`src/common/hamster_pkg.sv`:
```
// Shared widths, address map, GPIO and UART constants
// Enums for decoder targets, arbiter owner and UART FSM states
package hamster_pkg;

  ////////////////////////////////////////////////////////////
  // Bus widths
  ////////////////////////////////////////////////////////////

  // Byte address width
  localparam int unsigned AW = 14;
  // Data and byte enable widths
  localparam int unsigned DW = 32;
  localparam int unsigned BW = DW / 8;
  // Memory word address, 8 KiB in the lower half
  localparam int unsigned MEM_AW = 11;

  ////////////////////////////////////////////////////////////
  // Peripherals
  ////////////////////////////////////////////////////////////

  // GPIO width and register offsets
  localparam int unsigned GW = 32;
  localparam logic [5:0] GPIO_OUT = 6'h00;
  localparam logic [5:0] GPIO_ENA = 6'h04;
  localparam logic [5:0] GPIO_IN = 6'h08;

  // UART register offsets
  localparam logic [5:0] UART_TXD = 6'h00;
  localparam logic [5:0] UART_STS = 6'h04;
  // Clock cycles per serial bit and baud counter width
  localparam int unsigned UART_BDR = 8;
  localparam int unsigned UART_CW = 3;

  ////////////////////////////////////////////////////////////
  // Types
  ////////////////////////////////////////////////////////////

  // Decoder targets
  typedef enum logic [1:0] {
    SEL_MEM,
    SEL_GPIO,
    SEL_UART,
    SEL_ERR
  } tcb_sel_t;

  // Shared bus owner
  typedef enum logic {
    OWN_CPU,
    OWN_DBG
  } arb_own_t;

  // UART transmitter FSM
  typedef enum logic [1:0] {
    IDLE,
    START,
    DATA,
    STOP
  } uart_state_t;

endpackage

```
`src/common/tcb_if.sv`:
```
// TCB bus interface
// Manager and subordinate modports
interface tcb_if (
  input logic clk,
  input logic rst
);

  // Request, driven by the manager
  logic vld;
  logic wen;
  logic [hamster_pkg::AW-1:0] adr;
  logic [hamster_pkg::BW-1:0] ben;
  logic [hamster_pkg::DW-1:0] wdt;

  // Response, one cycle after transfer
  logic [hamster_pkg::DW-1:0] rdt;
  logic err;

  // Back-pressure
  logic rdy;

  modport man (
    input  clk,
    input  rst,
    output vld,
    output wen,
    output adr,
    output ben,
    output wdt,
    input  rdt,
    input  err,
    input  rdy
  );

  modport sub (
    input  clk,
    input  rst,
    input  vld,
    input  wen,
    input  adr,
    input  ben,
    input  wdt,
    output rdt,
    output err,
    output rdy
  );

endinterface

```
`src/logic/tcb_uart_tx.sv`:
```
// UART transmitter on TCB
// Data and status registers, stall on TXD write while busy
module tcb_uart_tx (
  tcb_if.sub bus,
  output logic uart_txd
);

  hamster_pkg::uart_state_t state;
  // Cycles within a bit
  logic [hamster_pkg::UART_CW-1:0] cnt;
  // Data bit index
  logic [2:0] idx;
  // Remaining data bits, LSB goes out next
  logic [7:0] shr;
  logic [5:0] off;
  logic busy;
  logic bit_end;
  logic txd_wr;
  logic trn;

  assign off = bus.adr[5:0];
  assign busy = (state != hamster_pkg::IDLE);
  assign bit_end = (cnt == hamster_pkg::UART_CW'(hamster_pkg::UART_BDR - 1));

  // Held off until the stop bit ends
  assign bus.rdy = ~(bus.vld & bus.wen & (off == hamster_pkg::UART_TXD) & busy);
  assign bus.err = 1'b0;

  assign trn = bus.vld & bus.rdy;
  assign txd_wr = trn & bus.wen & (off == hamster_pkg::UART_TXD);

  ////////////////////////////////////////////////////////////
  // Transmit FSM
  ////////////////////////////////////////////////////////////

  // Frame starts the cycle after the accepted write
  always_ff @(posedge bus.clk) begin
    if (bus.rst) begin
      state <= hamster_pkg::IDLE;
      cnt <= '0;
      idx <= '0;
      uart_txd <= 1'b1;
    end else begin
      // Baud counter runs only inside a frame
      if (txd_wr || bit_end || !busy) begin
        cnt <= '0;
      end else begin
        cnt <= cnt + 1'b1;
      end
      case (state)
        hamster_pkg::IDLE: begin
          if (txd_wr) begin
            state <= hamster_pkg::START;
            uart_txd <= 1'b0;
          end
        end
        hamster_pkg::START: begin
          if (bit_end) begin
            state <= hamster_pkg::DATA;
            idx <= '0;
            uart_txd <= shr[0];
          end
        end
        hamster_pkg::DATA: begin
          if (bit_end) begin
            if (idx == 3'd7) begin
              state <= hamster_pkg::STOP;
              uart_txd <= 1'b1;
            end else begin
              idx <= idx + 1'b1;
              uart_txd <= shr[0];
            end
          end
        end
        default: begin
          // Stop bit
          if (bit_end) begin
            state <= hamster_pkg::IDLE;
          end
        end
      endcase
    end
  end

  // Shift register, loaded on write
  always_ff @(posedge bus.clk) begin
    if (txd_wr) begin
      shr <= bus.wdt[7:0];
    end else if (bit_end && (state != hamster_pkg::STOP)) begin
      shr <= {1'b0, shr[7:1]};
    end
  end

  ////////////////////////////////////////////////////////////
  // Read
  ////////////////////////////////////////////////////////////

  // Status bit 0 is busy, TXD reads zero
  always_ff @(posedge bus.clk) begin
    if (bus.rst) begin
      bus.rdt <= '0;
    end else if (trn && !bus.wen && (off == hamster_pkg::UART_STS)) begin
      bus.rdt <= {{(hamster_pkg::DW-1){1'b0}}, busy};
    end else begin
      bus.rdt <= '0;
    end
  end

  // Line idles high
  a_idle_high: assert property (
    @(posedge bus.clk) disable iff (bus.rst)
    (state == hamster_pkg::IDLE) |-> uart_txd
  );

endmodule

```
`src/flat_wrapper.sv`:
```
// flat-port wrapper written by rule: the top's interface ports become plain ports
module tcb_uart_tx_flat 
  (uart_txd, clk, rst, bus_vld, bus_wen, bus_adr, bus_ben, bus_wdt, bus_rdt, bus_err, bus_rdy);
  tcb_if bus_i (.clk(clk), .rst(rst));
  output logic uart_txd;
  input wire logic clk;
  input wire logic rst;
  input wire logic [$bits(bus_i.vld)-1:0] bus_vld;
  input wire logic [$bits(bus_i.wen)-1:0] bus_wen;
  input wire logic [$bits(bus_i.adr)-1:0] bus_adr;
  input wire logic [$bits(bus_i.ben)-1:0] bus_ben;
  input wire logic [$bits(bus_i.wdt)-1:0] bus_wdt;
  output wire logic [$bits(bus_i.rdt)-1:0] bus_rdt;
  output wire logic [$bits(bus_i.err)-1:0] bus_err;
  output wire logic [$bits(bus_i.rdy)-1:0] bus_rdy;
  assign bus_i.vld = bus_vld;
  assign bus_i.wen = bus_wen;
  assign bus_i.adr = bus_adr;
  assign bus_i.ben = bus_ben;
  assign bus_i.wdt = bus_wdt;
  assign bus_rdt = bus_i.rdt;
  assign bus_err = bus_i.err;
  assign bus_rdy = bus_i.rdy;
  tcb_uart_tx u_core (.bus(bus_i), .uart_txd(uart_txd));
endmodule
```
`config.mk`:
```
export PLATFORM = sky130hd
export DESIGN_NAME = tcb_uart_tx_flat
export DESIGN_NICKNAME = d
export VERILOG_FILES = /design/src/common/hamster_pkg.sv /design/src/common/tcb_if.sv /design/src/logic/tcb_uart_tx.sv /design/src/flat_wrapper.sv
export SDC_FILE = /design/constraint.sdc
export NUM_CORES = 1
export LEC_CHECK = 0
export BUFFER_PORTS_ARGS = -buffer_cell sky130_fd_sc_hd__buf_2
export CORE_ASPECT_RATIO = 1.2
export CORE_MARGIN = 10
export CORE_UTILIZATION = 40
export DETAILED_ROUTE_END_ITERATION = 7
export GPL_ROUTABILITY_DRIVEN = 0
export GPL_TIMING_DRIVEN = 0
export PLACE_DENSITY = 0.8
export SLEW_MARGIN = 15
export SYNTH_ARGS = -nofsm -noshare
export SYNTH_HDL_FRONTEND = slang
export SYNTH_SLANG_ARGS = --single-unit
export TNS_END_PERCENT = 50
```
`constraint.sdc`:
```
create_clock -name clk -period 2.5 [get_ports clk]
set_input_delay 0.125 -clock clk [delete_from_list [all_inputs] [get_ports clk]]
set_output_delay 0.125 -clock clk [all_outputs]
set_load 0.02 [all_outputs]
```
==> run metrics <==
outcome=complete, no violations; CP Launch Type=flip-flop; met3 usage=0.0473; Fillers=261; Synth warnings=0; dominant cells by area after synthesis=buf_4 20%, edfxtp_1 20%, dfxtp_1 17%; most frequent CP cell=ha_1; ys async rst share=0; Die Y=79.8 um; Clk Latency, worst-skew pair=about 0.30 ns; HP Class=in2reg; Synth area leader=buf_4; CP max-delay cell=o21ai_0; Vias=828; count of cell types in the netlist=32; slew margin rel.=0.309; dominant cell by count in the synthesized netlist=buf_4; Compound-Gate Fraction of Synth Area=0.0651; first-pass GRT wire length=3920 um; GRT Total Usage=0.0855; min Tclk post-route=2.06 ns; global routing's busiest layer=met2; gr ovfl total=0; Leakage=0.000776 uW; num rows=21; final worst setup slack=0.444 ns; Worst Tran Pin Value=roughly 1.0 ns; xor-xnor portion of the synthesized cell area=0; Die Area=5570 um^2; CTS max path bufs=2; Flop pwr share=0.441; peak supply drop=0.312 mV; register bit total from synthesis=18; Setup CP Type=reg2reg; Routed WL per cell=11.9 um; initial core utilization=0.420; postcts setup bufs=0; I/O Buffers=19; Top delay family on crit path=compound AO/OA/AOI/OAI gates; dominant synthesized flop cell=dfxtp_1; Synth Area in Adders=0.0839; setup violators final=0; clock sinks=18; Tcrit/Tclk final=0.822; largest family of logic cells by synthesized area=buffers and inverters; Logic pwr share=0.322; post-route ant nets=0; crit end category=flip-flop; Synth Cell Area=1190 um^2; core footprint=around 2800 um^2; Final Hold Fails=0; Mapped Avg Cell Area=10.7 um^2; vias in the first global route=888; Residual DRC=0; Num CTS Buffers=3; Final Max Tran Viols=0; WP data required=2.43 ns; final setup TNS=0 ns; Hold Buf Count CTS=0; CTS H-tree depth=1; met1 Track Usage GR=0.0724; final wirelength=2360 um; final net count=228; first drt pass iteration count=4; share of cells above drive strength 1=0.418; Commonest cells post-synth=32 x buf_4, 10 x dfxtp_1, 8 x edfxtp_1, 8 x ha_1, 7 x mux2_4; Post-Route Skew=0.00487 ns; CP max stage delay=0.82 ns; clock root cell=clkbuf_4; Sw Ratio=0.319; CTS tree=built; antenna violations before repair=0; largest net degree at the start of global routing=11; Pwr Density=507 nW/um^2; # diodes=0; 1st-iter DRT viols=35; DP Worst Slack=around 0.43 ns; die width=69.8 um; Worst-path clk slew=0.10 ns; Post-synth EDFFs=8; max-capacitance violation count=0; Critical Path Fanout Max=8; Synth Area in Simple Gates=0.135; Int Power=512 uW; P_sw=between 200 and 250 uW; Area growth syn-to-layout=24.3%; RSZ-0062 raised after global routing=no; area share of the largest cell type after synthesis=0.201; proportion of synthesized chip area in sequential cells=0.369; Ports=89; Buffers & Inverters on Critical Path=1; Fmax=486 MHz; Mapped Cells=111; Final HPWL DP=2030 um; met2 Track Usage GR=0.159; clock power share=0.237; Post-CTS Resized=0; Avg Vias per Cell=4.16; worst-path cell chain=ha_1, ha_1, inv_1, o21ai_0; crit path DAT=1.99 ns; post-synthesis mux area share=0.114
[cells by family after synthesis]
group	count (synthesis)
DFF	18
and+or+nand+nor	24
adders and majority gates	8
muxes	10
buffers and inverters	38
AOI/OAI and AO/OA	12
other	1
[power groups by stage]
stage          clock [uW]  combinational (uW)  sequential (uW)
6_report              178                 242              331
3_5_place_dp            0                 238              338
5_1_grt               198                 266              334
3_3_place_gp            0                 228              337
2_1_floorplan           0                 188              343
4_1_cts               185                 239              331
[area by class of cell]
cell class / instances / area [um^2] / area share
well taps: 34 / 42.5 / 0.0287
clock buffers: 4 / 36.3 / 0.0245
repair buffers: 19 / 95.1 / 0.0641
flip-flops and latches: 18 / 440 / 0.297
plain buffers: 34 / 258 / 0.174
multi-input cells: 86 / 596 / 0.402
inverters: 4 / 15.0 / 0.0101
[state kept, by name (all words and copies together) (netlist names)]
name / flops
u_core.shr: 8
u_core.cnt: 3
u_core.idx: 3
u_core.state: 2
u_core.bus.rdt: 1
u_core.uart_txd: 1
[final timing paths]
path | start | to | slack [ns] | depth (start not counted)
worst max-delay path | u_core.cnt[0] | u_core.shr[1] | 0.44 | 4
worst min-delay path | bus_wdt[5] | u_core.shr[5] | 0.12 | 2
worst max register to register | u_core.cnt[0] | u_core.shr[1] | 0.44 | 4
worst min register to register | u_core.cnt[0] | u_core.cnt[0] | 0.44 | 1
[cell usage in the layout (no fill, tap or decap), drive strengths merged, types with 4 or more instances in the layout]
cell type,n
buf,51
conb,32
dfxtp,10
ha,8
edfxtp,8
mux2,8
clkbuf,6
nor2,5
nand2,5
inv,4
[layer usage]
layer / vias to the layer above / routed length [um] / share of wire
met1: 365 / 816 / 0.35
met5: - / 0 / 0
met2: 33 / 1260 / 0.53
li1: 427 / - / -
met4: 0 / 38 / 0.016
met3: 3 / 250 / 0.11
[metrics by stage]
stage               cell area, um^2  instances  hold slack (ns)  power (uW)   util
finish                         1480        199            0.120         752  0.522
detailed placement             1450        195            0.430         576  0.510
floorplan                      1310        142            0.343         531      -
global route                   1480        199            0.112         798  0.522
CTS                            1480        199            0.112         756  0.522
global placement               1450        195            0.416         564  0.510
Note: power is estimated with default switching activity, not from simulation.
