==> config.mk <==
export PLATFORM = sky130hd
export DESIGN_NAME = tcb_gpio_flat
export DESIGN_NICKNAME = d
export VERILOG_FILES = /design/src/common/hamster_pkg.sv /design/src/common/tcb_if.sv /design/src/logic/tcb_gpio.sv /design/src/flat_wrapper.sv
export SDC_FILE = /design/constraint.sdc
export NUM_CORES = 1
export LEC_CHECK = 0
export ABC_CLOCK_PERIOD_IN_PS = 2750
export BUFFER_PORTS_ARGS = -buffer_cell sky130_fd_sc_hd__buf_2
export CAP_MARGIN = 30
export CORE_MARGIN = 2
export CORE_UTILIZATION = 50
export CTS_CLUSTER_DIAMETER = 200
export DETAILED_ROUTE_END_ITERATION = 16
export PLACE_DENSITY = 0.81
export SLEW_MARGIN = 15
export SYNTH_ARGS = -nofsm -noshare
export SYNTH_HDL_FRONTEND = slang
export SYNTH_SLANG_ARGS = --single-unit
==> constraint.sdc <==
create_clock -name clk -period 2.75 [get_ports clk]
set_input_delay 0.55 -clock clk [delete_from_list [all_inputs] [get_ports clk]]
set_output_delay 0.55 -clock clk [all_outputs]
set_load 0.05 [all_outputs]
==> src/common/hamster_pkg.sv <==
// Shared widths, address map, GPIO and UART constants
// Enums for decoder targets, arbiter owner and UART FSM states
package hamster_pkg;

  ////////////////////////////////////////////////////////////
  // Bus widths
  ////////////////////////////////////////////////////////////

  // Byte address width
  localparam int unsigned AW = 14;
  // Data and byte enable widths
  localparam int unsigned DW = 32;
  localparam int unsigned BW = DW / 8;
  // Memory word address, 8 KiB in the lower half
  localparam int unsigned MEM_AW = 11;

  ////////////////////////////////////////////////////////////
  // Peripherals
  ////////////////////////////////////////////////////////////

  // GPIO width and register offsets
  localparam int unsigned GW = 32;
  localparam logic [5:0] GPIO_OUT = 6'h00;
  localparam logic [5:0] GPIO_ENA = 6'h04;
  localparam logic [5:0] GPIO_IN = 6'h08;

  // UART register offsets
  localparam logic [5:0] UART_TXD = 6'h00;
  localparam logic [5:0] UART_STS = 6'h04;
  // Clock cycles per serial bit and baud counter width
  localparam int unsigned UART_BDR = 8;
  localparam int unsigned UART_CW = 3;

  ////////////////////////////////////////////////////////////
  // Types
  ////////////////////////////////////////////////////////////

  // Decoder targets
  typedef enum logic [1:0] {
    SEL_MEM,
    SEL_GPIO,
    SEL_UART,
    SEL_ERR
  } tcb_sel_t;

  // Shared bus owner
  typedef enum logic {
    OWN_CPU,
    OWN_DBG
  } arb_own_t;

  // UART transmitter FSM
  typedef enum logic [1:0] {
    IDLE,
    START,
    DATA,
    STOP
  } uart_state_t;

endpackage

==> src/common/tcb_if.sv <==
// TCB bus interface
// Manager and subordinate modports
interface tcb_if (
  input logic clk,
  input logic rst
);

  // Request, driven by the manager
  logic vld;
  logic wen;
  logic [hamster_pkg::AW-1:0] adr;
  logic [hamster_pkg::BW-1:0] ben;
  logic [hamster_pkg::DW-1:0] wdt;

  // Response, one cycle after transfer
  logic [hamster_pkg::DW-1:0] rdt;
  logic err;

  // Back-pressure
  logic rdy;

  modport man (
    input  clk,
    input  rst,
    output vld,
    output wen,
    output adr,
    output ben,
    output wdt,
    input  rdt,
    input  err,
    input  rdy
  );

  modport sub (
    input  clk,
    input  rst,
    input  vld,
    input  wen,
    input  adr,
    input  ben,
    input  wdt,
    output rdt,
    output err,
    output rdy
  );

endinterface

==> src/logic/tcb_gpio.sv <==
// GPIO controller on TCB
// Output and enable registers, synchronized input
module tcb_gpio (
  tcb_if.sub bus,
  output logic [hamster_pkg::GW-1:0] gpio_o,
  output logic [hamster_pkg::GW-1:0] gpio_e,
  input  logic [hamster_pkg::GW-1:0] gpio_i
);

  // Two-stage input synchronizer
  logic [hamster_pkg::GW-1:0] gpio_s1;
  logic [hamster_pkg::GW-1:0] gpio_s2;
  logic [5:0] off;
  logic trn;

  assign off = bus.adr[5:0];

  // Always ready, unused offsets read zero without error
  assign bus.rdy = 1'b1;
  assign bus.err = 1'b0;

  assign trn = bus.vld & bus.rdy;

  always_ff @(posedge bus.clk) begin
    gpio_s1 <= gpio_i;
    gpio_s2 <= gpio_s1;
  end

  ////////////////////////////////////////////////////////////
  // Registers
  ////////////////////////////////////////////////////////////

  // Byte enable writes, GPIO_IN is read only
  always_ff @(posedge bus.clk) begin
    if (bus.rst) begin
      gpio_o <= '0;
      gpio_e <= '0;
    end else if (trn && bus.wen) begin
      for (int i = 0; i < hamster_pkg::BW; i++) begin
        if (bus.ben[i]) begin
          if (off == hamster_pkg::GPIO_OUT) begin
            gpio_o[8*i +: 8] <= bus.wdt[8*i +: 8];
          end
          if (off == hamster_pkg::GPIO_ENA) begin
            gpio_e[8*i +: 8] <= bus.wdt[8*i +: 8];
          end
        end
      end
    end
  end

  // Read response one cycle later
  always_ff @(posedge bus.clk) begin
    if (bus.rst) begin
      bus.rdt <= '0;
    end else if (trn && !bus.wen) begin
      case (off)
        hamster_pkg::GPIO_OUT: bus.rdt <= gpio_o;
        hamster_pkg::GPIO_ENA: bus.rdt <= gpio_e;
        hamster_pkg::GPIO_IN:  bus.rdt <= gpio_s2;
        default:               bus.rdt <= '0;
      endcase
    end else begin
      bus.rdt <= '0;
    end
  end

endmodule

==> src/flat_wrapper.sv <==
// flat-port wrapper written by rule: the top's interface ports become plain ports
module tcb_gpio_flat 
  (gpio_o, gpio_e, gpio_i, clk, rst, bus_vld, bus_wen, bus_adr, bus_ben, bus_wdt, bus_rdt, bus_err, bus_rdy);
  tcb_if bus_i (.clk(clk), .rst(rst));
  output logic [hamster_pkg::GW-1:0] gpio_o;
  output logic [hamster_pkg::GW-1:0] gpio_e;
  input  logic [hamster_pkg::GW-1:0] gpio_i;
  input wire logic clk;
  input wire logic rst;
  input wire logic [$bits(bus_i.vld)-1:0] bus_vld;
  input wire logic [$bits(bus_i.wen)-1:0] bus_wen;
  input wire logic [$bits(bus_i.adr)-1:0] bus_adr;
  input wire logic [$bits(bus_i.ben)-1:0] bus_ben;
  input wire logic [$bits(bus_i.wdt)-1:0] bus_wdt;
  output wire logic [$bits(bus_i.rdt)-1:0] bus_rdt;
  output wire logic [$bits(bus_i.err)-1:0] bus_err;
  output wire logic [$bits(bus_i.rdy)-1:0] bus_rdy;
  assign bus_i.vld = bus_vld;
  assign bus_i.wen = bus_wen;
  assign bus_i.adr = bus_adr;
  assign bus_i.ben = bus_ben;
  assign bus_i.wdt = bus_wdt;
  assign bus_rdt = bus_i.rdt;
  assign bus_err = bus_i.err;
  assign bus_rdy = bus_i.rdy;
  tcb_gpio u_core (.bus(bus_i), .gpio_o(gpio_o), .gpio_e(gpio_e), .gpio_i(gpio_i));
endmodule
==> metrics.md <==
| Metric | Value |
|---|---|
| First-pass GRT wire length | `20830 um` |
| Worst R2R End | `u_core.bus.rdt[17]$_SDFF_PP0_` |
| Clock Skew | `10.21 ps` |
| Peak Freq | `0.5671 GHz` |
| Vias in the first global route | `4278` |
| Area leader, netlist | `dfxtp_1` |
| Hold path depth | `1` |
| Slew @ Worst Pin | `678.2 ps` |
| Critical path required time | `2200 ps` |
| Clock buffer depth | `2` |
| Post-CTS Setup Bufs | `0` |
| Die width | `109.1 um` |
| Synth cell count leaders | `dfxtp_1 (160), nand3_1 (98), nand2b_1 (97)` |
| Crit path time final | `1763 ps` |
| Startpoint Class | `flip-flop` |
| Post-CTS sizing | `0` |
| Clock transition at path regs | `60 ps` |
| CP bufs+invs | `1` |
| Drt first pass iters | `5` |
| Largest net degree at the start of global routing | `58` |
| Share of cells above drive strength 1 | `0.3270` |
| Remaining global-route overflow | `0` |
| Mapped Cells | `513` |
| CTS Buf Count | `17` |
| Port bufs | `173` |
| HP Start | `gpio_i[12]` |
| Mapped Area | `5527 sq um` |
| Final worst slack | `986.7 ps` |
| Hold Path Class | `input pin to flip-flop` |
| Vias per Instance | `5.265` |
| Fin area | `7027 sq um` |
| Share of the synthesized area in the top cell type | `0.5796` |
| Reg-to-reg slack, setup | `1960 ps` |
| Critical Path Sink Type | `primary output` |
| Ys async rst share | `0` |
| DR iter-0 viols | `271` |
| Clk_lat worst skew | `530 ps` |
| Die area | `11910 sq um` |
| Via count | `4328` |
| Syn Area/Cell | `10.77 sq um` |
| Max FO, Critical Path | `3` |
| RSZ-0062 raised after global routing | `false` |
| Sequential area share after synthesis | `0.5796` |
| Post-synth cell types | `18` |
| Sink Count | `160` |
| Final GP Congestion | `0.8487` |
| Core ar. | `10790 sq um` |
| Post-Route Setup TNS | `0 ps` |
| Seq cells post-synth | `160` |
| Total of max-cap violations | `0` |
| Crit path kind | `flip-flop to primary output` |
| Synth-to-Final Area Change | `27.15%` |
| Worst Path Arrival | `1210 ps` |
| TritonCTS clock tree | `yes` |
| Final number of max-transition violations | `0` |
| # diodes | `0` |
| Routed wire length | `13570 um` |
| Initial antenna violation count | `0` |
| CTS root buf | `clkbuf_8` |
| Final Hold Vio Count | `0` |
| GRT Util Overall | `0.2302` |
| ANT nets after route | `0` |
| Stages on worst setup path | `1` |
| Routed wire per std cell | `16.51 um` |
| Ranking of synthesized cells by area | `dfxtp_1 (58%), mux2i_1 (12%), nand2b_1 (11%)` |
| VDD IR max | `0.0004700 V` |
| Final nets | `758` |
| Primary FF master, synth | `dfxtp_1` |
| DP Area | `6467 sq um` |
| # setup viols final | `0` |
| Post-CTS Hold Fix Bufs | `0` |
| Ys Warns | `0` |
| Syn Nets | `599` |
| Worst slack, placed | `483.4 ps` |
| Crit path cell chain | `buf_2` |
| CP top delay family | `flip-flops` |
| # H-tree levels | `4` |
| Final worst path period share | `0.6412` |
| Rel. slew slack | `0.5441` |
| Hold WS | `118.9 ps` |
| Number of synthesized flops with an enable pin | `0` |
| DP HPWL | `9093 um` |
| FP Rows | `38` |
| Worst Hold Path EP | `u_core.gpio_s1[12]$_DFF_P_` |
| Status | `finished, final reports clean` |
| Initial Utilization | `0.5121` |
| Reg2reg start | `u_core.gpio_e[17]$_SDFFE_PP0P_` |
| Leak | `0.003129 uW` |
| DRC | `0` |
| Num ports | `184` |
| Max stage delay on crit path | `400 ps` |
| Crit path max-delay cell type | `dfxtp_1` |
| Most frequent cell after synthesis | `dfxtp_1` |
| Pwr dens | `683.5 nW/um^2` |
| FF-to-FF path depth | `3` |
| Die H | `109.1 um` |
==> flip-flops by register name, indices dropped and copies added, names as in the netlist <==
signal and count:
u_core.bus.rdt 32, u_core.gpio_e 32, u_core.gpio_o 32, u_core.gpio_s1 32
u_core.gpio_s2 32
==> cell usage in the layout (no fill, tap or decap), types with 3 or more instances in the layout <==
cell       count
buf_2        173
dfxtp_1      160
nand3_1       98
nand2b_1      97
mux2i_1       65
a31oi_1       31
clkbuf_16     16
buf_4          9
or4_4          5
clkbuf_8       5
nor3_4         4
clkinv_2       3
==> how the worst max path moves through the flow <==
stage	from	end
floorplan	bus_adr[5]	u_core.gpio_o[0]$_SDFFE_PP0P_
global placement	bus_adr[5]	u_core.gpio_o[7]$_SDFFE_PP0P_
detailed placement	bus_adr[5]	u_core.gpio_o[11]$_SDFFE_PP0P_
CTS	u_core.gpio_o[16]$_SDFFE_PP0P_	gpio_o[16]
global route	u_core.gpio_e[10]$_SDFFE_PP0P_	gpio_e[10]
finish	u_core.gpio_e[25]$_SDFFE_PP0P_	gpio_e[25]
==> final cells by class <==
cell class,count,area (sq um)
clock buffers,23,476.7
clock inverters,6,82.58
fillers,840,3766
multi-input cells,310,2136
flip-flops and latches,160,3203
well taps,140,175.2
repair buffers,183,953.4
==> through the flow <==
step | utilization | power, uW | instances
CTS | 0.6511 | 4835 | 822
floorplan | - | 2536 | 513
finish | 0.6511 | 4803 | 822
global placement | 0.5992 | 2619 | 793
global route | 0.6511 | 4948 | 822
detailed placement | 0.5992 | 2627 | 793
==> routing by layer <==
layer | track usage | vias to the layer above | wire length, um
met4 | 0.08700 | 0 | 163
met5 | 0 | - | 0
met3 | 0.07352 | 18 | 1043
met1 | 0.2749 | 2039 | 5520
met2 | 0.3860 | 189 | 6841
li1 | - | 2082 | -
==> cells by family (layout without fill, tap and decap cells) <==
| logic type | Yosys count | in the layout | synth area share |
|---|---|---|---|
| and+or+nand+nor | 211 | 211 | 0.2273 |
| other | 2 | 2 | 0.001359 |
| muxes | 65 | 65 | 0.1177 |
| buffers and inverters | 43 | 212 | 0.03735 |
| DFF | 160 | 160 | 0.5796 |
| AOI/OAI and AO/OA | 32 | 32 | 0.03668 |
==> power by group <==
| group | internal (uW) | switching, uW |
|---|---|---|
| clock | 1370 | 857 |
| combinational | 82.1 | 113 |
| sequential | 2370 | 13.4 |
| total | 3820 | 983 |
No activity file was read; power rests on OpenSTA's default activity.
