<file path="src/common/hamster_pkg.sv">
// Shared widths, address map, GPIO and UART constants
// Enums for decoder targets, arbiter owner and UART FSM states
package hamster_pkg;

  ////////////////////////////////////////////////////////////
  // Bus widths
  ////////////////////////////////////////////////////////////

  // Byte address width
  localparam int unsigned AW = 14;
  // Data and byte enable widths
  localparam int unsigned DW = 32;
  localparam int unsigned BW = DW / 8;
  // Memory word address, 8 KiB in the lower half
  localparam int unsigned MEM_AW = 11;

  ////////////////////////////////////////////////////////////
  // Peripherals
  ////////////////////////////////////////////////////////////

  // GPIO width and register offsets
  localparam int unsigned GW = 32;
  localparam logic [5:0] GPIO_OUT = 6'h00;
  localparam logic [5:0] GPIO_ENA = 6'h04;
  localparam logic [5:0] GPIO_IN = 6'h08;

  // UART register offsets
  localparam logic [5:0] UART_TXD = 6'h00;
  localparam logic [5:0] UART_STS = 6'h04;
  // Clock cycles per serial bit and baud counter width
  localparam int unsigned UART_BDR = 8;
  localparam int unsigned UART_CW = 3;

  ////////////////////////////////////////////////////////////
  // Types
  ////////////////////////////////////////////////////////////

  // Decoder targets
  typedef enum logic [1:0] {
    SEL_MEM,
    SEL_GPIO,
    SEL_UART,
    SEL_ERR
  } tcb_sel_t;

  // Shared bus owner
  typedef enum logic {
    OWN_CPU,
    OWN_DBG
  } arb_own_t;

  // UART transmitter FSM
  typedef enum logic [1:0] {
    IDLE,
    START,
    DATA,
    STOP
  } uart_state_t;

endpackage

</file>
<file path="src/common/tcb_if.sv">
// TCB bus interface
// Manager and subordinate modports
interface tcb_if (
  input logic clk,
  input logic rst
);

  // Request, driven by the manager
  logic vld;
  logic wen;
  logic [hamster_pkg::AW-1:0] adr;
  logic [hamster_pkg::BW-1:0] ben;
  logic [hamster_pkg::DW-1:0] wdt;

  // Response, one cycle after transfer
  logic [hamster_pkg::DW-1:0] rdt;
  logic err;

  // Back-pressure
  logic rdy;

  modport man (
    input  clk,
    input  rst,
    output vld,
    output wen,
    output adr,
    output ben,
    output wdt,
    input  rdt,
    input  err,
    input  rdy
  );

  modport sub (
    input  clk,
    input  rst,
    input  vld,
    input  wen,
    input  adr,
    input  ben,
    input  wdt,
    output rdt,
    output err,
    output rdy
  );

endinterface

</file>
<file path="src/tcb/tcb_arb.sv">
// Round-robin arbiter, two TCB managers onto one shared bus
module tcb_arb (
  tcb_if.sub bus_cpu,
  tcb_if.sub bus_dbg,
  tcb_if.man bus_sys
);

  // Owner in this cycle
  hamster_pkg::arb_own_t own;
  // Owner of the last transfer, also tie priority
  hamster_pkg::arb_own_t own_lst;
  logic trn;

  ////////////////////////////////////////////////////////////
  // Grant
  ////////////////////////////////////////////////////////////

  // Tie goes to the manager not granted last
  always_comb begin
    if (bus_cpu.vld && bus_dbg.vld) begin
      if (own_lst == hamster_pkg::OWN_CPU) begin
        own = hamster_pkg::OWN_DBG;
      end else begin
        own = hamster_pkg::OWN_CPU;
      end
    end else if (bus_dbg.vld) begin
      own = hamster_pkg::OWN_DBG;
    end else begin
      own = hamster_pkg::OWN_CPU;
    end
  end

  // Request path, owner's signals forwarded
  assign bus_sys.vld = bus_cpu.vld | bus_dbg.vld;

  always_comb begin
    if (own == hamster_pkg::OWN_CPU) begin
      bus_sys.wen = bus_cpu.wen;
      bus_sys.adr = bus_cpu.adr;
      bus_sys.ben = bus_cpu.ben;
      bus_sys.wdt = bus_cpu.wdt;
    end else begin
      bus_sys.wen = bus_dbg.wen;
      bus_sys.adr = bus_dbg.adr;
      bus_sys.ben = bus_dbg.ben;
      bus_sys.wdt = bus_dbg.wdt;
    end
  end

  // Loser of a tie is held off
  assign bus_cpu.rdy = bus_sys.rdy & ~(bus_cpu.vld & (own == hamster_pkg::OWN_DBG));
  assign bus_dbg.rdy = bus_sys.rdy & ~(bus_dbg.vld & (own == hamster_pkg::OWN_CPU));

  assign trn = bus_sys.vld & bus_sys.rdy;

  ////////////////////////////////////////////////////////////
  // Response routing
  ////////////////////////////////////////////////////////////

  // CPU wins the first tie after reset
  always_ff @(posedge bus_sys.clk) begin
    if (bus_sys.rst) begin
      own_lst <= hamster_pkg::OWN_DBG;
    end else if (trn) begin
      own_lst <= own;
    end
  end

  // Only the owner of last cycle's transfer sees the response
  assign bus_cpu.rdt = (own_lst == hamster_pkg::OWN_CPU) ? bus_sys.rdt : '0;
  assign bus_cpu.err = (own_lst == hamster_pkg::OWN_CPU) ? bus_sys.err : 1'b0;
  assign bus_dbg.rdt = (own_lst == hamster_pkg::OWN_DBG) ? bus_sys.rdt : '0;
  assign bus_dbg.err = (own_lst == hamster_pkg::OWN_DBG) ? bus_sys.err : 1'b0;

  // Never two grants in one cycle
  a_one_grant: assert property (
    @(posedge bus_sys.clk) disable iff (bus_sys.rst)
    (bus_cpu.vld && bus_dbg.vld) |-> !(bus_cpu.rdy && bus_dbg.rdy)
  );

endmodule

</file>
<file path="src/flat_wrapper.sv">
// flat-port wrapper written by rule: the top's interface ports become plain ports
module tcb_arb_flat 
  (clk, rst, bus_cpu_vld, bus_cpu_wen, bus_cpu_adr, bus_cpu_ben, bus_cpu_wdt, bus_cpu_rdt, bus_cpu_err, bus_cpu_rdy, bus_dbg_vld, bus_dbg_wen, bus_dbg_adr, bus_dbg_ben, bus_dbg_wdt, bus_dbg_rdt, bus_dbg_err, bus_dbg_rdy, bus_sys_vld, bus_sys_wen, bus_sys_adr, bus_sys_ben, bus_sys_wdt, bus_sys_rdt, bus_sys_err, bus_sys_rdy);
  tcb_if bus_cpu_i (.clk(clk), .rst(rst));
  tcb_if bus_dbg_i (.clk(clk), .rst(rst));
  tcb_if bus_sys_i (.clk(clk), .rst(rst));
  input wire logic clk;
  input wire logic rst;
  input wire logic [$bits(bus_cpu_i.vld)-1:0] bus_cpu_vld;
  input wire logic [$bits(bus_cpu_i.wen)-1:0] bus_cpu_wen;
  input wire logic [$bits(bus_cpu_i.adr)-1:0] bus_cpu_adr;
  input wire logic [$bits(bus_cpu_i.ben)-1:0] bus_cpu_ben;
  input wire logic [$bits(bus_cpu_i.wdt)-1:0] bus_cpu_wdt;
  output wire logic [$bits(bus_cpu_i.rdt)-1:0] bus_cpu_rdt;
  output wire logic [$bits(bus_cpu_i.err)-1:0] bus_cpu_err;
  output wire logic [$bits(bus_cpu_i.rdy)-1:0] bus_cpu_rdy;
  input wire logic [$bits(bus_dbg_i.vld)-1:0] bus_dbg_vld;
  input wire logic [$bits(bus_dbg_i.wen)-1:0] bus_dbg_wen;
  input wire logic [$bits(bus_dbg_i.adr)-1:0] bus_dbg_adr;
  input wire logic [$bits(bus_dbg_i.ben)-1:0] bus_dbg_ben;
  input wire logic [$bits(bus_dbg_i.wdt)-1:0] bus_dbg_wdt;
  output wire logic [$bits(bus_dbg_i.rdt)-1:0] bus_dbg_rdt;
  output wire logic [$bits(bus_dbg_i.err)-1:0] bus_dbg_err;
  output wire logic [$bits(bus_dbg_i.rdy)-1:0] bus_dbg_rdy;
  output wire logic [$bits(bus_sys_i.vld)-1:0] bus_sys_vld;
  output wire logic [$bits(bus_sys_i.wen)-1:0] bus_sys_wen;
  output wire logic [$bits(bus_sys_i.adr)-1:0] bus_sys_adr;
  output wire logic [$bits(bus_sys_i.ben)-1:0] bus_sys_ben;
  output wire logic [$bits(bus_sys_i.wdt)-1:0] bus_sys_wdt;
  input wire logic [$bits(bus_sys_i.rdt)-1:0] bus_sys_rdt;
  input wire logic [$bits(bus_sys_i.err)-1:0] bus_sys_err;
  input wire logic [$bits(bus_sys_i.rdy)-1:0] bus_sys_rdy;
  assign bus_cpu_i.vld = bus_cpu_vld;
  assign bus_cpu_i.wen = bus_cpu_wen;
  assign bus_cpu_i.adr = bus_cpu_adr;
  assign bus_cpu_i.ben = bus_cpu_ben;
  assign bus_cpu_i.wdt = bus_cpu_wdt;
  assign bus_cpu_rdt = bus_cpu_i.rdt;
  assign bus_cpu_err = bus_cpu_i.err;
  assign bus_cpu_rdy = bus_cpu_i.rdy;
  assign bus_dbg_i.vld = bus_dbg_vld;
  assign bus_dbg_i.wen = bus_dbg_wen;
  assign bus_dbg_i.adr = bus_dbg_adr;
  assign bus_dbg_i.ben = bus_dbg_ben;
  assign bus_dbg_i.wdt = bus_dbg_wdt;
  assign bus_dbg_rdt = bus_dbg_i.rdt;
  assign bus_dbg_err = bus_dbg_i.err;
  assign bus_dbg_rdy = bus_dbg_i.rdy;
  assign bus_sys_vld = bus_sys_i.vld;
  assign bus_sys_wen = bus_sys_i.wen;
  assign bus_sys_adr = bus_sys_i.adr;
  assign bus_sys_ben = bus_sys_i.ben;
  assign bus_sys_wdt = bus_sys_i.wdt;
  assign bus_sys_i.rdt = bus_sys_rdt;
  assign bus_sys_i.err = bus_sys_err;
  assign bus_sys_i.rdy = bus_sys_rdy;
  tcb_arb u_core (.bus_cpu(bus_cpu_i), .bus_dbg(bus_dbg_i), .bus_sys(bus_sys_i));
endmodule
</file>
<file path="config.mk">
export PLATFORM = sky130hd
export DESIGN_NAME = tcb_arb_flat
export DESIGN_NICKNAME = d
export VERILOG_FILES = /design/src/common/hamster_pkg.sv /design/src/common/tcb_if.sv /design/src/tcb/tcb_arb.sv /design/src/flat_wrapper.sv
export SDC_FILE = /design/constraint.sdc
export NUM_CORES = 1
export LEC_CHECK = 0
export BUFFER_PORTS_ARGS = -buffer_cell sky130_fd_sc_hd__buf_4
export CORE_AREA = 10 10 92 94
export CTS_CLUSTER_DIAMETER = 150
export DETAILED_ROUTE_END_ITERATION = 16
export DIE_AREA = 0 0 102 104
export PLACE_DENSITY = 0.62
export SYNTH_ARGS = -nofsm -noshare
export SYNTH_HDL_FRONTEND = slang
export SYNTH_SLANG_ARGS = --single-unit
</file>
<file path="constraint.sdc">
create_clock -name clk -period 2.4 [get_ports clk]
set_input_delay 0.48 -clock clk [delete_from_list [all_inputs] [get_ports clk]]
set_output_delay 0.48 -clock clk [all_outputs]
set_load 0.05 [all_outputs]
</file>
==> impl_metrics.ini <==
[synthesis]
synth_area_um2 = 1146
synth_area_leader_cell = mux2_2
syn_nets = 278
ys_types = 15
syn_avg_cell_area_um2 = 8.305
synth_area_leaders = mux2_2 46%, and2_1 18%, nor2b_1 18%, mux2_1 3.9%, buf_6 2.9%
synth_seq_area_share_pct = 1.747
ys_ff_latch = 1
synth_top_area_share_pct = 46.18
yosysWarnings = 0
syn_inst = 138

[sta]
rsz0062_at_grt = no
post-route-period-util_pct = 87.50
drv_slew = 0
skew_ps = 0
setup-tns-final_ps = 0
whs_ps = 692.5
fmax_mhz = 476.2
worst_pin_slew_ps = 513.1
fin_crit_ps = 2100
finalHoldViolations = 0
slew-limit-headroom_pct = 65.79
setup_viol = 0

[grt]
grt_start_max_net_pins = 70
grt_use_met3_pct = 6.312
antenna_found_initial = 0
grt_pass1_wl_um = 12550
grt_busiest_layer = met2
grt_pass1_vias = 2146
use_met1_pct = 13.23
grt_use_total_pct = 14.86
overflow = 0
grtUsageMet2_pct = 30.18

[power]
seq_power_share_pct = 1.7
p_sw_share_pct = 60.92
power_density_nw_per_um2 = 371.6
intPower_mw = 0.4594
combPwrFrac_pct = 98.3
p_sw_mw = 0.7161
p_clk_share_pct = 0
ir_worst_vdd_uv = 171.5
totalPowerFinal_mw = 1.175
p_leak_nw = 1.662

[critical_path]
crit_fanout = 28
cpLargestDelayFamily = buffers and inverters
cp_common_cell = buf_4
crit_chain = buf_4, a21boi_4, buf_12, mux2_2, buf_4
cp-end-kind = output pin
worstPathArrival_ps = 1620
max_stage_delay_ps = 360
crit_slowest_cell = mux2_2
timing.critical_path.buf_inv = 3
worst-setup-path-type = input port to output pin
crit_path_start_kind = input port
critPathRequiredTime_ps = 1920
r2r_setup_slack_ps = 1110

[floorplan]
rows = 30
core_um2 = 6681
dieArea_um2 = 10610
initial_core_util_pct = 17.15
die_x_um = 102
ios = 260
die_y_um = 104

[routing]
drc_errors = 0
drtAntennaViolNets = 0
via_per_inst = 4.137
wl_per_cell_um = 18.86
drt-initial-drc-count = 20
wl_um = 8825
num_vias = 1936
dr.pass1.iters = 4

[cells_and_area]
top_regs = u_core.own_lst: 1 flops
drive_gt1_share_pct = 80.41
final_common_cell = buf_4
utilization_pct = 47.34
largest_register_ffs = 1
area_growth_pct = 176.0
fin_nets = 530
diodes = 0
regMostFlops = u_core.own_lst
most-common-layout-cells = 260 x buf_4, 47 x mux2_2, 33 x nor2b_1, 33 x and2_1, 4 x mux2_1
nFillCells = 666

[hold_path]
worstHoldPathType = input port to flip-flop

[place]
portBuffers = 259
hpwl_um = 8215
gp_congestion = 0.9015

[clock_tree]
clk_pin_slew_ps = 0
cts_hold_repair.buffers = 0
ctsResizeCount = 0
cts_post_setup_buffers_inserted = 0
clkLatencyLatePin_ps = 0

[status]
outcome = completed

[flow_run]
drv_cap = 0
-- synth_stat cells (all sizes together) --
cell type   n
a21boi      2
buf         5
mux2       51
a31oi       2
a311o       1
dfxtp       1
and2       33
nor2b      33
or2         1
clkbuf      7
inv         2
-- layer usage --
| metal | up-vias | routed length, µm |
|---|---|---|
| li1 | 967 | - |
| met1 | 852 | 2790 |
| met2 | 113 | 4906 |
| met3 | 4 | 1043 |
| met4 | 0 | 84 |
| met5 | - | 0 |
-- cell type report --
class | count | area, µm² | area share [%]
multi-input cells | 123 | 1042 | 32.95
inverters | 2 | 7.507 | 0.2373
flip-flops and latches | 1 | 21.27 | 0.6725
well taps | 80 | 100.1 | 3.165
repair buffers | 262 | 1992 | 62.97
-- per-stage QoR --
stage                     area [µm²]  instances  worst slack, ps
after floorplan                 1146        138            427.8
after global placement          3163        468            290.1
after detailed placement        3163        468            292.3
after CTS                       3163        468            292.6
after global routing            3163        468            253.9
final                           3163        468            300.1
-- worst reg2reg max path: cells and delay by family, from the launching register on --
kind	cells	cell delay (ps)
compound gates	1	280
buf+inv	2	560
flops	1	320
-- kinds of logic after synthesis --
family	Yosys count	synth area share, %
simple gates	67	36.57
mux	51	50.11
buf+inv	14	7.314
compound gates	5	4.258
flops	1	1.747
-- power groups by stage --
stage	clock (mW)	sequential, mW	combinational, mW
finish	0	0.0196	1.16
global route	0	0.0198	1.20
CTS	0	0.0196	1.17
detailed placement	0	0.0196	1.17
global placement	0	0.0196	1.16
floorplan	0	0.0202	0.721
-- path summary, 6_finish.rpt --
check                                    start              end  cells after the start
worst min-delay path                       rst   u_core.own_lst                      2
worst max register to register  u_core.own_lst   u_core.own_lst                      3
worst max-delay path               bus_cpu_vld  bus_sys_wdt[19]                      5
worst min register to register  u_core.own_lst   u_core.own_lst                      3
Note: power is estimated with default switching activity, not from simulation.
