===== config.mk =====
export PLATFORM = sky130hd
export DESIGN_NAME = tcb_dec_flat
export DESIGN_NICKNAME = d
export VERILOG_FILES = /design/src/common/hamster_pkg.sv /design/src/common/tcb_if.sv /design/src/tcb/tcb_dec.sv /design/src/flat_wrapper.sv
export SDC_FILE = /design/constraint.sdc
export NUM_CORES = 1
export LEC_CHECK = 0
export ABC_AREA = 1
export BUFFER_PORTS_ARGS = -buffer_cell sky130_fd_sc_hd__buf_2
export CAP_MARGIN = 20
export CORE_AREA = 5 5 131 133
export CTS_BUF_LIST = sky130_fd_sc_hd__clkbuf_4
export CTS_CLUSTER_DIAMETER = 100
export DETAILED_ROUTE_END_ITERATION = 6
export DIE_AREA = 0 0 136 138
export HOLD_SLACK_MARGIN = 0.02
export MAX_ROUTING_LAYER = met4
export PLACE_DENSITY_LB_ADDON = 0.2
export SETUP_SLACK_MARGIN = 0.2
export SYNTH_ARGS = -nofsm -noshare
export SYNTH_HDL_FRONTEND = slang
export SYNTH_SLANG_ARGS = --single-unit
export TNS_END_PERCENT = 1

===== constraint.sdc =====
create_clock -name clk -period 1.6 [get_ports clk]
set_input_delay 0 -clock clk [delete_from_list [all_inputs] [get_ports clk]]
set_output_delay 0 -clock clk [all_outputs]
set_load 0.02 [all_outputs]

===== src/common/hamster_pkg.sv =====
// Shared widths, address map, GPIO and UART constants
// Enums for decoder targets, arbiter owner and UART FSM states
package hamster_pkg;

  ////////////////////////////////////////////////////////////
  // Bus widths
  ////////////////////////////////////////////////////////////

  // Byte address width
  localparam int unsigned AW = 14;
  // Data and byte enable widths
  localparam int unsigned DW = 32;
  localparam int unsigned BW = DW / 8;
  // Memory word address, 8 KiB in the lower half
  localparam int unsigned MEM_AW = 11;

  ////////////////////////////////////////////////////////////
  // Peripherals
  ////////////////////////////////////////////////////////////

  // GPIO width and register offsets
  localparam int unsigned GW = 32;
  localparam logic [5:0] GPIO_OUT = 6'h00;
  localparam logic [5:0] GPIO_ENA = 6'h04;
  localparam logic [5:0] GPIO_IN = 6'h08;

  // UART register offsets
  localparam logic [5:0] UART_TXD = 6'h00;
  localparam logic [5:0] UART_STS = 6'h04;
  // Clock cycles per serial bit and baud counter width
  localparam int unsigned UART_BDR = 8;
  localparam int unsigned UART_CW = 3;

  ////////////////////////////////////////////////////////////
  // Types
  ////////////////////////////////////////////////////////////

  // Decoder targets
  typedef enum logic [1:0] {
    SEL_MEM,
    SEL_GPIO,
    SEL_UART,
    SEL_ERR
  } tcb_sel_t;

  // Shared bus owner
  typedef enum logic {
    OWN_CPU,
    OWN_DBG
  } arb_own_t;

  // UART transmitter FSM
  typedef enum logic [1:0] {
    IDLE,
    START,
    DATA,
    STOP
  } uart_state_t;

endpackage


===== src/common/tcb_if.sv =====
// TCB bus interface
// Manager and subordinate modports
interface tcb_if (
  input logic clk,
  input logic rst
);

  // Request, driven by the manager
  logic vld;
  logic wen;
  logic [hamster_pkg::AW-1:0] adr;
  logic [hamster_pkg::BW-1:0] ben;
  logic [hamster_pkg::DW-1:0] wdt;

  // Response, one cycle after transfer
  logic [hamster_pkg::DW-1:0] rdt;
  logic err;

  // Back-pressure
  logic rdy;

  modport man (
    input  clk,
    input  rst,
    output vld,
    output wen,
    output adr,
    output ben,
    output wdt,
    input  rdt,
    input  err,
    input  rdy
  );

  modport sub (
    input  clk,
    input  rst,
    input  vld,
    input  wen,
    input  adr,
    input  ben,
    input  wdt,
    output rdt,
    output err,
    output rdy
  );

endinterface


===== src/tcb/tcb_dec.sv =====
// TCB address decoder to memory, GPIO and UART
// Unmapped peripheral space answered here with an error
module tcb_dec (
  tcb_if.sub bus_sys,
  tcb_if.man bus_mem,
  tcb_if.man bus_gpio,
  tcb_if.man bus_uart
);

  hamster_pkg::tcb_sel_t sel;
  // Target of last cycle's transfer
  hamster_pkg::tcb_sel_t sel_rsp;
  logic rsp_vld;
  logic trn;

  ////////////////////////////////////////////////////////////
  // Request path
  ////////////////////////////////////////////////////////////

  // Lower half memory, GPIO and UART in the first 128 bytes above
  always_comb begin
    if (!bus_sys.adr[hamster_pkg::AW-1]) begin
      sel = hamster_pkg::SEL_MEM;
    end else if (bus_sys.adr[12:7] == '0) begin
      sel = bus_sys.adr[6] ? hamster_pkg::SEL_UART : hamster_pkg::SEL_GPIO;
    end else begin
      sel = hamster_pkg::SEL_ERR;
    end
  end

  // vld only to the selected target
  assign bus_mem.vld  = bus_sys.vld & (sel == hamster_pkg::SEL_MEM);
  assign bus_gpio.vld = bus_sys.vld & (sel == hamster_pkg::SEL_GPIO);
  assign bus_uart.vld = bus_sys.vld & (sel == hamster_pkg::SEL_UART);

  // Rest of the request broadcast
  assign bus_mem.wen  = bus_sys.wen;
  assign bus_mem.adr  = bus_sys.adr;
  assign bus_mem.ben  = bus_sys.ben;
  assign bus_mem.wdt  = bus_sys.wdt;
  assign bus_gpio.wen = bus_sys.wen;
  assign bus_gpio.adr = bus_sys.adr;
  assign bus_gpio.ben = bus_sys.ben;
  assign bus_gpio.wdt = bus_sys.wdt;
  assign bus_uart.wen = bus_sys.wen;
  assign bus_uart.adr = bus_sys.adr;
  assign bus_uart.ben = bus_sys.ben;
  assign bus_uart.wdt = bus_sys.wdt;

  // Error target always ready
  always_comb begin
    case (sel)
      hamster_pkg::SEL_MEM:  bus_sys.rdy = bus_mem.rdy;
      hamster_pkg::SEL_GPIO: bus_sys.rdy = bus_gpio.rdy;
      hamster_pkg::SEL_UART: bus_sys.rdy = bus_uart.rdy;
      default:               bus_sys.rdy = 1'b1;
    endcase
  end

  assign trn = bus_sys.vld & bus_sys.rdy;

  ////////////////////////////////////////////////////////////
  // Response path
  ////////////////////////////////////////////////////////////

  always_ff @(posedge bus_sys.clk) begin
    if (bus_sys.rst) begin
      sel_rsp <= hamster_pkg::SEL_MEM;
      rsp_vld <= 1'b0;
    end else begin
      rsp_vld <= trn;
      if (trn) begin
        sel_rsp <= sel;
      end
    end
  end

  always_comb begin
    bus_sys.rdt = '0;
    bus_sys.err = 1'b0;
    if (rsp_vld) begin
      case (sel_rsp)
        hamster_pkg::SEL_MEM: begin
          bus_sys.rdt = bus_mem.rdt;
          bus_sys.err = bus_mem.err;
        end
        hamster_pkg::SEL_GPIO: begin
          bus_sys.rdt = bus_gpio.rdt;
          bus_sys.err = bus_gpio.err;
        end
        hamster_pkg::SEL_UART: begin
          bus_sys.rdt = bus_uart.rdt;
          bus_sys.err = bus_uart.err;
        end
        // Unmapped, rdt stays zero
        default: bus_sys.err = 1'b1;
      endcase
    end
  end

  // Response routing state always known
  a_sel_known: assert property (
    @(posedge bus_sys.clk) disable iff (bus_sys.rst)
    !$isunknown(sel_rsp)
  );

endmodule


===== src/flat_wrapper.sv =====
// flat-port wrapper written by rule: the top's interface ports become plain ports
module tcb_dec_flat 
  (clk, rst, bus_sys_vld, bus_sys_wen, bus_sys_adr, bus_sys_ben, bus_sys_wdt, bus_sys_rdt, bus_sys_err, bus_sys_rdy, bus_mem_vld, bus_mem_wen, bus_mem_adr, bus_mem_ben, bus_mem_wdt, bus_mem_rdt, bus_mem_err, bus_mem_rdy, bus_gpio_vld, bus_gpio_wen, bus_gpio_adr, bus_gpio_ben, bus_gpio_wdt, bus_gpio_rdt, bus_gpio_err, bus_gpio_rdy, bus_uart_vld, bus_uart_wen, bus_uart_adr, bus_uart_ben, bus_uart_wdt, bus_uart_rdt, bus_uart_err, bus_uart_rdy);
  tcb_if bus_sys_i (.clk(clk), .rst(rst));
  tcb_if bus_mem_i (.clk(clk), .rst(rst));
  tcb_if bus_gpio_i (.clk(clk), .rst(rst));
  tcb_if bus_uart_i (.clk(clk), .rst(rst));
  input wire logic clk;
  input wire logic rst;
  input wire logic [$bits(bus_sys_i.vld)-1:0] bus_sys_vld;
  input wire logic [$bits(bus_sys_i.wen)-1:0] bus_sys_wen;
  input wire logic [$bits(bus_sys_i.adr)-1:0] bus_sys_adr;
  input wire logic [$bits(bus_sys_i.ben)-1:0] bus_sys_ben;
  input wire logic [$bits(bus_sys_i.wdt)-1:0] bus_sys_wdt;
  output wire logic [$bits(bus_sys_i.rdt)-1:0] bus_sys_rdt;
  output wire logic [$bits(bus_sys_i.err)-1:0] bus_sys_err;
  output wire logic [$bits(bus_sys_i.rdy)-1:0] bus_sys_rdy;
  output wire logic [$bits(bus_mem_i.vld)-1:0] bus_mem_vld;
  output wire logic [$bits(bus_mem_i.wen)-1:0] bus_mem_wen;
  output wire logic [$bits(bus_mem_i.adr)-1:0] bus_mem_adr;
  output wire logic [$bits(bus_mem_i.ben)-1:0] bus_mem_ben;
  output wire logic [$bits(bus_mem_i.wdt)-1:0] bus_mem_wdt;
  input wire logic [$bits(bus_mem_i.rdt)-1:0] bus_mem_rdt;
  input wire logic [$bits(bus_mem_i.err)-1:0] bus_mem_err;
  input wire logic [$bits(bus_mem_i.rdy)-1:0] bus_mem_rdy;
  output wire logic [$bits(bus_gpio_i.vld)-1:0] bus_gpio_vld;
  output wire logic [$bits(bus_gpio_i.wen)-1:0] bus_gpio_wen;
  output wire logic [$bits(bus_gpio_i.adr)-1:0] bus_gpio_adr;
  output wire logic [$bits(bus_gpio_i.ben)-1:0] bus_gpio_ben;
  output wire logic [$bits(bus_gpio_i.wdt)-1:0] bus_gpio_wdt;
  input wire logic [$bits(bus_gpio_i.rdt)-1:0] bus_gpio_rdt;
  input wire logic [$bits(bus_gpio_i.err)-1:0] bus_gpio_err;
  input wire logic [$bits(bus_gpio_i.rdy)-1:0] bus_gpio_rdy;
  output wire logic [$bits(bus_uart_i.vld)-1:0] bus_uart_vld;
  output wire logic [$bits(bus_uart_i.wen)-1:0] bus_uart_wen;
  output wire logic [$bits(bus_uart_i.adr)-1:0] bus_uart_adr;
  output wire logic [$bits(bus_uart_i.ben)-1:0] bus_uart_ben;
  output wire logic [$bits(bus_uart_i.wdt)-1:0] bus_uart_wdt;
  input wire logic [$bits(bus_uart_i.rdt)-1:0] bus_uart_rdt;
  input wire logic [$bits(bus_uart_i.err)-1:0] bus_uart_err;
  input wire logic [$bits(bus_uart_i.rdy)-1:0] bus_uart_rdy;
  assign bus_sys_i.vld = bus_sys_vld;
  assign bus_sys_i.wen = bus_sys_wen;
  assign bus_sys_i.adr = bus_sys_adr;
  assign bus_sys_i.ben = bus_sys_ben;
  assign bus_sys_i.wdt = bus_sys_wdt;
  assign bus_sys_rdt = bus_sys_i.rdt;
  assign bus_sys_err = bus_sys_i.err;
  assign bus_sys_rdy = bus_sys_i.rdy;
  assign bus_mem_vld = bus_mem_i.vld;
  assign bus_mem_wen = bus_mem_i.wen;
  assign bus_mem_adr = bus_mem_i.adr;
  assign bus_mem_ben = bus_mem_i.ben;
  assign bus_mem_wdt = bus_mem_i.wdt;
  assign bus_mem_i.rdt = bus_mem_rdt;
  assign bus_mem_i.err = bus_mem_err;
  assign bus_mem_i.rdy = bus_mem_rdy;
  assign bus_gpio_vld = bus_gpio_i.vld;
  assign bus_gpio_wen = bus_gpio_i.wen;
  assign bus_gpio_adr = bus_gpio_i.adr;
  assign bus_gpio_ben = bus_gpio_i.ben;
  assign bus_gpio_wdt = bus_gpio_i.wdt;
  assign bus_gpio_i.rdt = bus_gpio_rdt;
  assign bus_gpio_i.err = bus_gpio_err;
  assign bus_gpio_i.rdy = bus_gpio_rdy;
  assign bus_uart_vld = bus_uart_i.vld;
  assign bus_uart_wen = bus_uart_i.wen;
  assign bus_uart_adr = bus_uart_i.adr;
  assign bus_uart_ben = bus_uart_i.ben;
  assign bus_uart_wdt = bus_uart_i.wdt;
  assign bus_uart_i.rdt = bus_uart_rdt;
  assign bus_uart_i.err = bus_uart_err;
  assign bus_uart_i.rdy = bus_uart_rdy;
  tcb_dec u_core (.bus_sys(bus_sys_i), .bus_mem(bus_mem_i), .bus_gpio(bus_gpio_i), .bus_uart(bus_uart_i));
endmodule

==> run_results.csv <==
group,metric,value,unit
floorplanning,die-area,18800,sq um
route,dr.pass1.iters,6,
pwr,p_per_area,443,nW/um^2
sta,setup_slack,0.151,ns
job,maxCapViolations,0,
grt,grtUsageTotal,7.92,%
floorplanning,core,15700,sq um
logic_synthesis,synth.top_cells.by_area,"buf_4 52%, nand2_1 23%, nand3_1 8.3%, inv_1 6.4%, dfxtp_1 2.7%",
pwr,p_sw,746,uW
clock_tree,cts_sinks,3,
sta,final_hold_viol_count,0,
route,wire_per_inst,12.7,um
sta,skew,0,ns
sta,rsz0062_at_grt,"yes",
logic_synthesis,ys_seq_area_share,2.69,%
grt,grt_start_max_net_pins,18,
grt,grt_pass1_wl,12000,um
min_path,hp-start,"bus_sys_vld",
critical_path,startpoint,"u_core.sel_rsp[1]",
min_path,hold_path_class,"input port to flip-flop",
clock_tree,postCtsSetupBuffers,0,
placed_design,place_congestion,0.743,
logic_synthesis,synth_fa_ha_area_share,0,%
logic_synthesis,synth-main-ff-cell,"dfxtp_1",
logic_synthesis,synthCells,404,
critical_path,cp_slowest_stage_delay,0.32,ns
route,first_iter_violations,70,
logic_synthesis,synth_most_common_cell,"buf_4",
clock_tree,cts_tree,"done",
grt,gr-total-overflow,0,
final_layout,syn2layout_area_growth,38.5,%
floorplanning,num_rows,46,
logic_synthesis,synth_top_family_by_area,"buffers and inverters",
clock_tree,clkTransAtPathRegs,0.04,ns
sta,drv_slew,0,
clock_tree,cts_buffer_depth,2,
sta,relSlewSlack,57.0,%
critical_path,crit_fanout,7,
floorplanning,start_util,14.2,%
final_layout,drive_above_1_share,49.0,%
logic_synthesis,yosysTopAreaCellShare,52.4,%
placed_design,dpl.hpwl,6180,um
floorplanning,die_x,136,um
logic_synthesis,synth-simple-area-share,34.6,%
floorplanning,io_pins,346,
route,ant_nets,0,
critical_path,path_cells,"inv_2 -> or2_4 -> clkinv_8 -> clkbuf_16 -> nand2_1 -> nand3_1 -> nand2_1 -> inv_1 -> buf_4",
sta,tightest_slew,0.643,ns
logic_synthesis,synth-edff-count,0,
logic_synthesis,synth_xor_area_share,0,%
pwr,p_sw_share,54.4,%
logic_synthesis,synthArstFlopShare,0,%
pwr,combinationalPowerShare,82.4,%
critical_path,crit_path_end_kind,"output port",
placed_design,io_buffers,173,
route,wirelength,8740,um
outcome,outcome,"completed",
logic_synthesis,synth_compound_area_share,1.12,%
pwr,vdd_drop_max,0.154,mV
sta,fmax,0.690,GHz
logic_synthesis,syn-num-nets,560,
critical_path,r2r_start,"u_core.sel_rsp[1]",
grt,antenna_found_initial,0,
logic_synthesis,syn_area_per_cell,5.53,sq um
route,vias_per_cell,3.54,
clock_tree,insertion_delay,0.23,ns
clock_tree,h-tree-depth,1,
logic_synthesis,synth.area.mux_share,0.448,%
pwr,pwr-share-seq,6.3,%
sta,period_share,90.6,%
clock_tree,numCtsBuffers,3,
logic_synthesis,synth.distinct_cells,17,
logic_synthesis,synth_top_area_cell,"buf_4",
final_layout,antenna-diode-count,0,
final_layout,fill_cells,1799,
sta,setup_violations,0,
pwr,power.internal,625,uW
sta,fin_setup_tns,0,ns
route,dr_total_vias,2432,
sta,period_minus_slack,1.45,ns
pwr,p_clk_share,11.3,%
placed_design,dp_slack,0.278,ns
critical_path,critPathSlowestCell,"dfxtp_2",
critical_path,crit_required,1.60,ns
pwr,p_leak,0.00184,uW
final_layout,final_nets,628,
grt,grt_pass1_vias,2386,
logic_synthesis,synth_area,2240,sq um
clock_tree,root_buffer,"clkbuf_4",
critical_path,start_kind,"flip-flop",
critical_path,crit_type,"flip-flop to output port",
route,drt_drc_violations_left,0,
logic_synthesis,synth_warnings,0,
critical_path,cp.arrival,1.45,ns
critical_path,crit_path_frequent_cell,"nand2_1",
logic_synthesis,ys_ff_latch,3,
floorplanning,chipHeight,138,um
logic_synthesis,yosys-top-cells-count,"156 x buf_4, 137 x nand2_1, 38 x inv_1",
[routing by layer]
metal / routed length [um] / GRT usage [%] / vias to the layer above
li1: - / - / 1190
met1: 3330 / 9.33 / 1074
met2: 4650 / 14.6 / 162
met3: 731 / 0.871 / 6
met4: 38 / 1.27 / 0
met5: 0 / - / -
[logic make-up after synthesis]
family          count (synthesis)
buf+inv                       206
simple gates                  189
compound gates                  5
flops                           3
mux                             1
[repair_timing]
action | 4_1_cts | 5_1_grt
resized for setup | 10 | 93
pin swaps | 0 | 1
cloned | 0 | 3
hold endpoints to repair | 130 | 0
hold buffers | 44 | 0
setup endpoints to repair | 33 | 33
[final timing paths]
path              depth (start not counted)           endpoint  slack [ns]
hold / removal                            3     u_core.rsp_vld        0.05
setup reg to reg                          3  u_core.sel_rsp[1]        0.87
hold reg to reg                           2  u_core.sel_rsp[0]        0.56
setup / recovery                          9    bus_sys_rdt[25]        0.15
[sequential cells by signal, summed over array words and instances, names as in the netlist]
| name | cells |
|---|---|
| u_core.sel_rsp | 2 |
| u_core.rsp_vld | 1 |
[placed cells by master, fill, tap and decap left out, drive strengths merged]
cell,netlist,routed
nand4,1,1
nand2,137,137
o21ai,3,3
a21oi,2,2
nor2,11,11
clkbuf,3,7
buf,163,182
or2,1,1
nor3b,1,1
mux2i,1,1
clkinv,0,1
dfxtp,3,3
nand3,38,38
dlygate4sd3,0,44
inv,40,39
[stage by stage]
stage,power [uW],area (sq um),util (%),cells,hold slack (ns)
6_report,1370,3100,19.7,687,0.0498
5_1_grt,1490,3100,19.7,687,0.0569
4_1_cts,1260,2740,17.4,684,0.0404
3_5_place_dp,731,2230,14.2,636,0.000262
3_3_place_gp,728,2230,14.2,636,0.000262
2_1_floorplan,944,2240,-,404,0.0720
[power groups by stage]
stage | Sequential, uW | Combinational [uW] | Clock (uW)
detailed placement | 87.0 | 644 | 0
floorplan | 85.1 | 858 | 0
global placement | 86.5 | 641 | 0
CTS | 86.2 | 1010 | 162
finish | 86.2 | 1130 | 155
global route | 87.5 | 1230 | 170
[worst max-delay path: cells and delay by family, from the launching register on]
kind	cells	cell delay, ns
DFF	1	0.32
and+or+nand+nor	4	0.43
buffers and inverters	5	0.47
[cell type report]
cell class | count | area (sq um) | area share, %
Clock buffer | 4 | 30.0 | 0.970
Tap cell | 216 | 270 | 8.73
Timing Repair Buffer | 229 | 1650 | 53.2
Sequential cell | 3 | 65.1 | 2.10
Multi-Input combinational cell | 195 | 921 | 29.7
Inverter | 40 | 163 | 5.25
No activity file was read; power rests on OpenSTA's default activity.
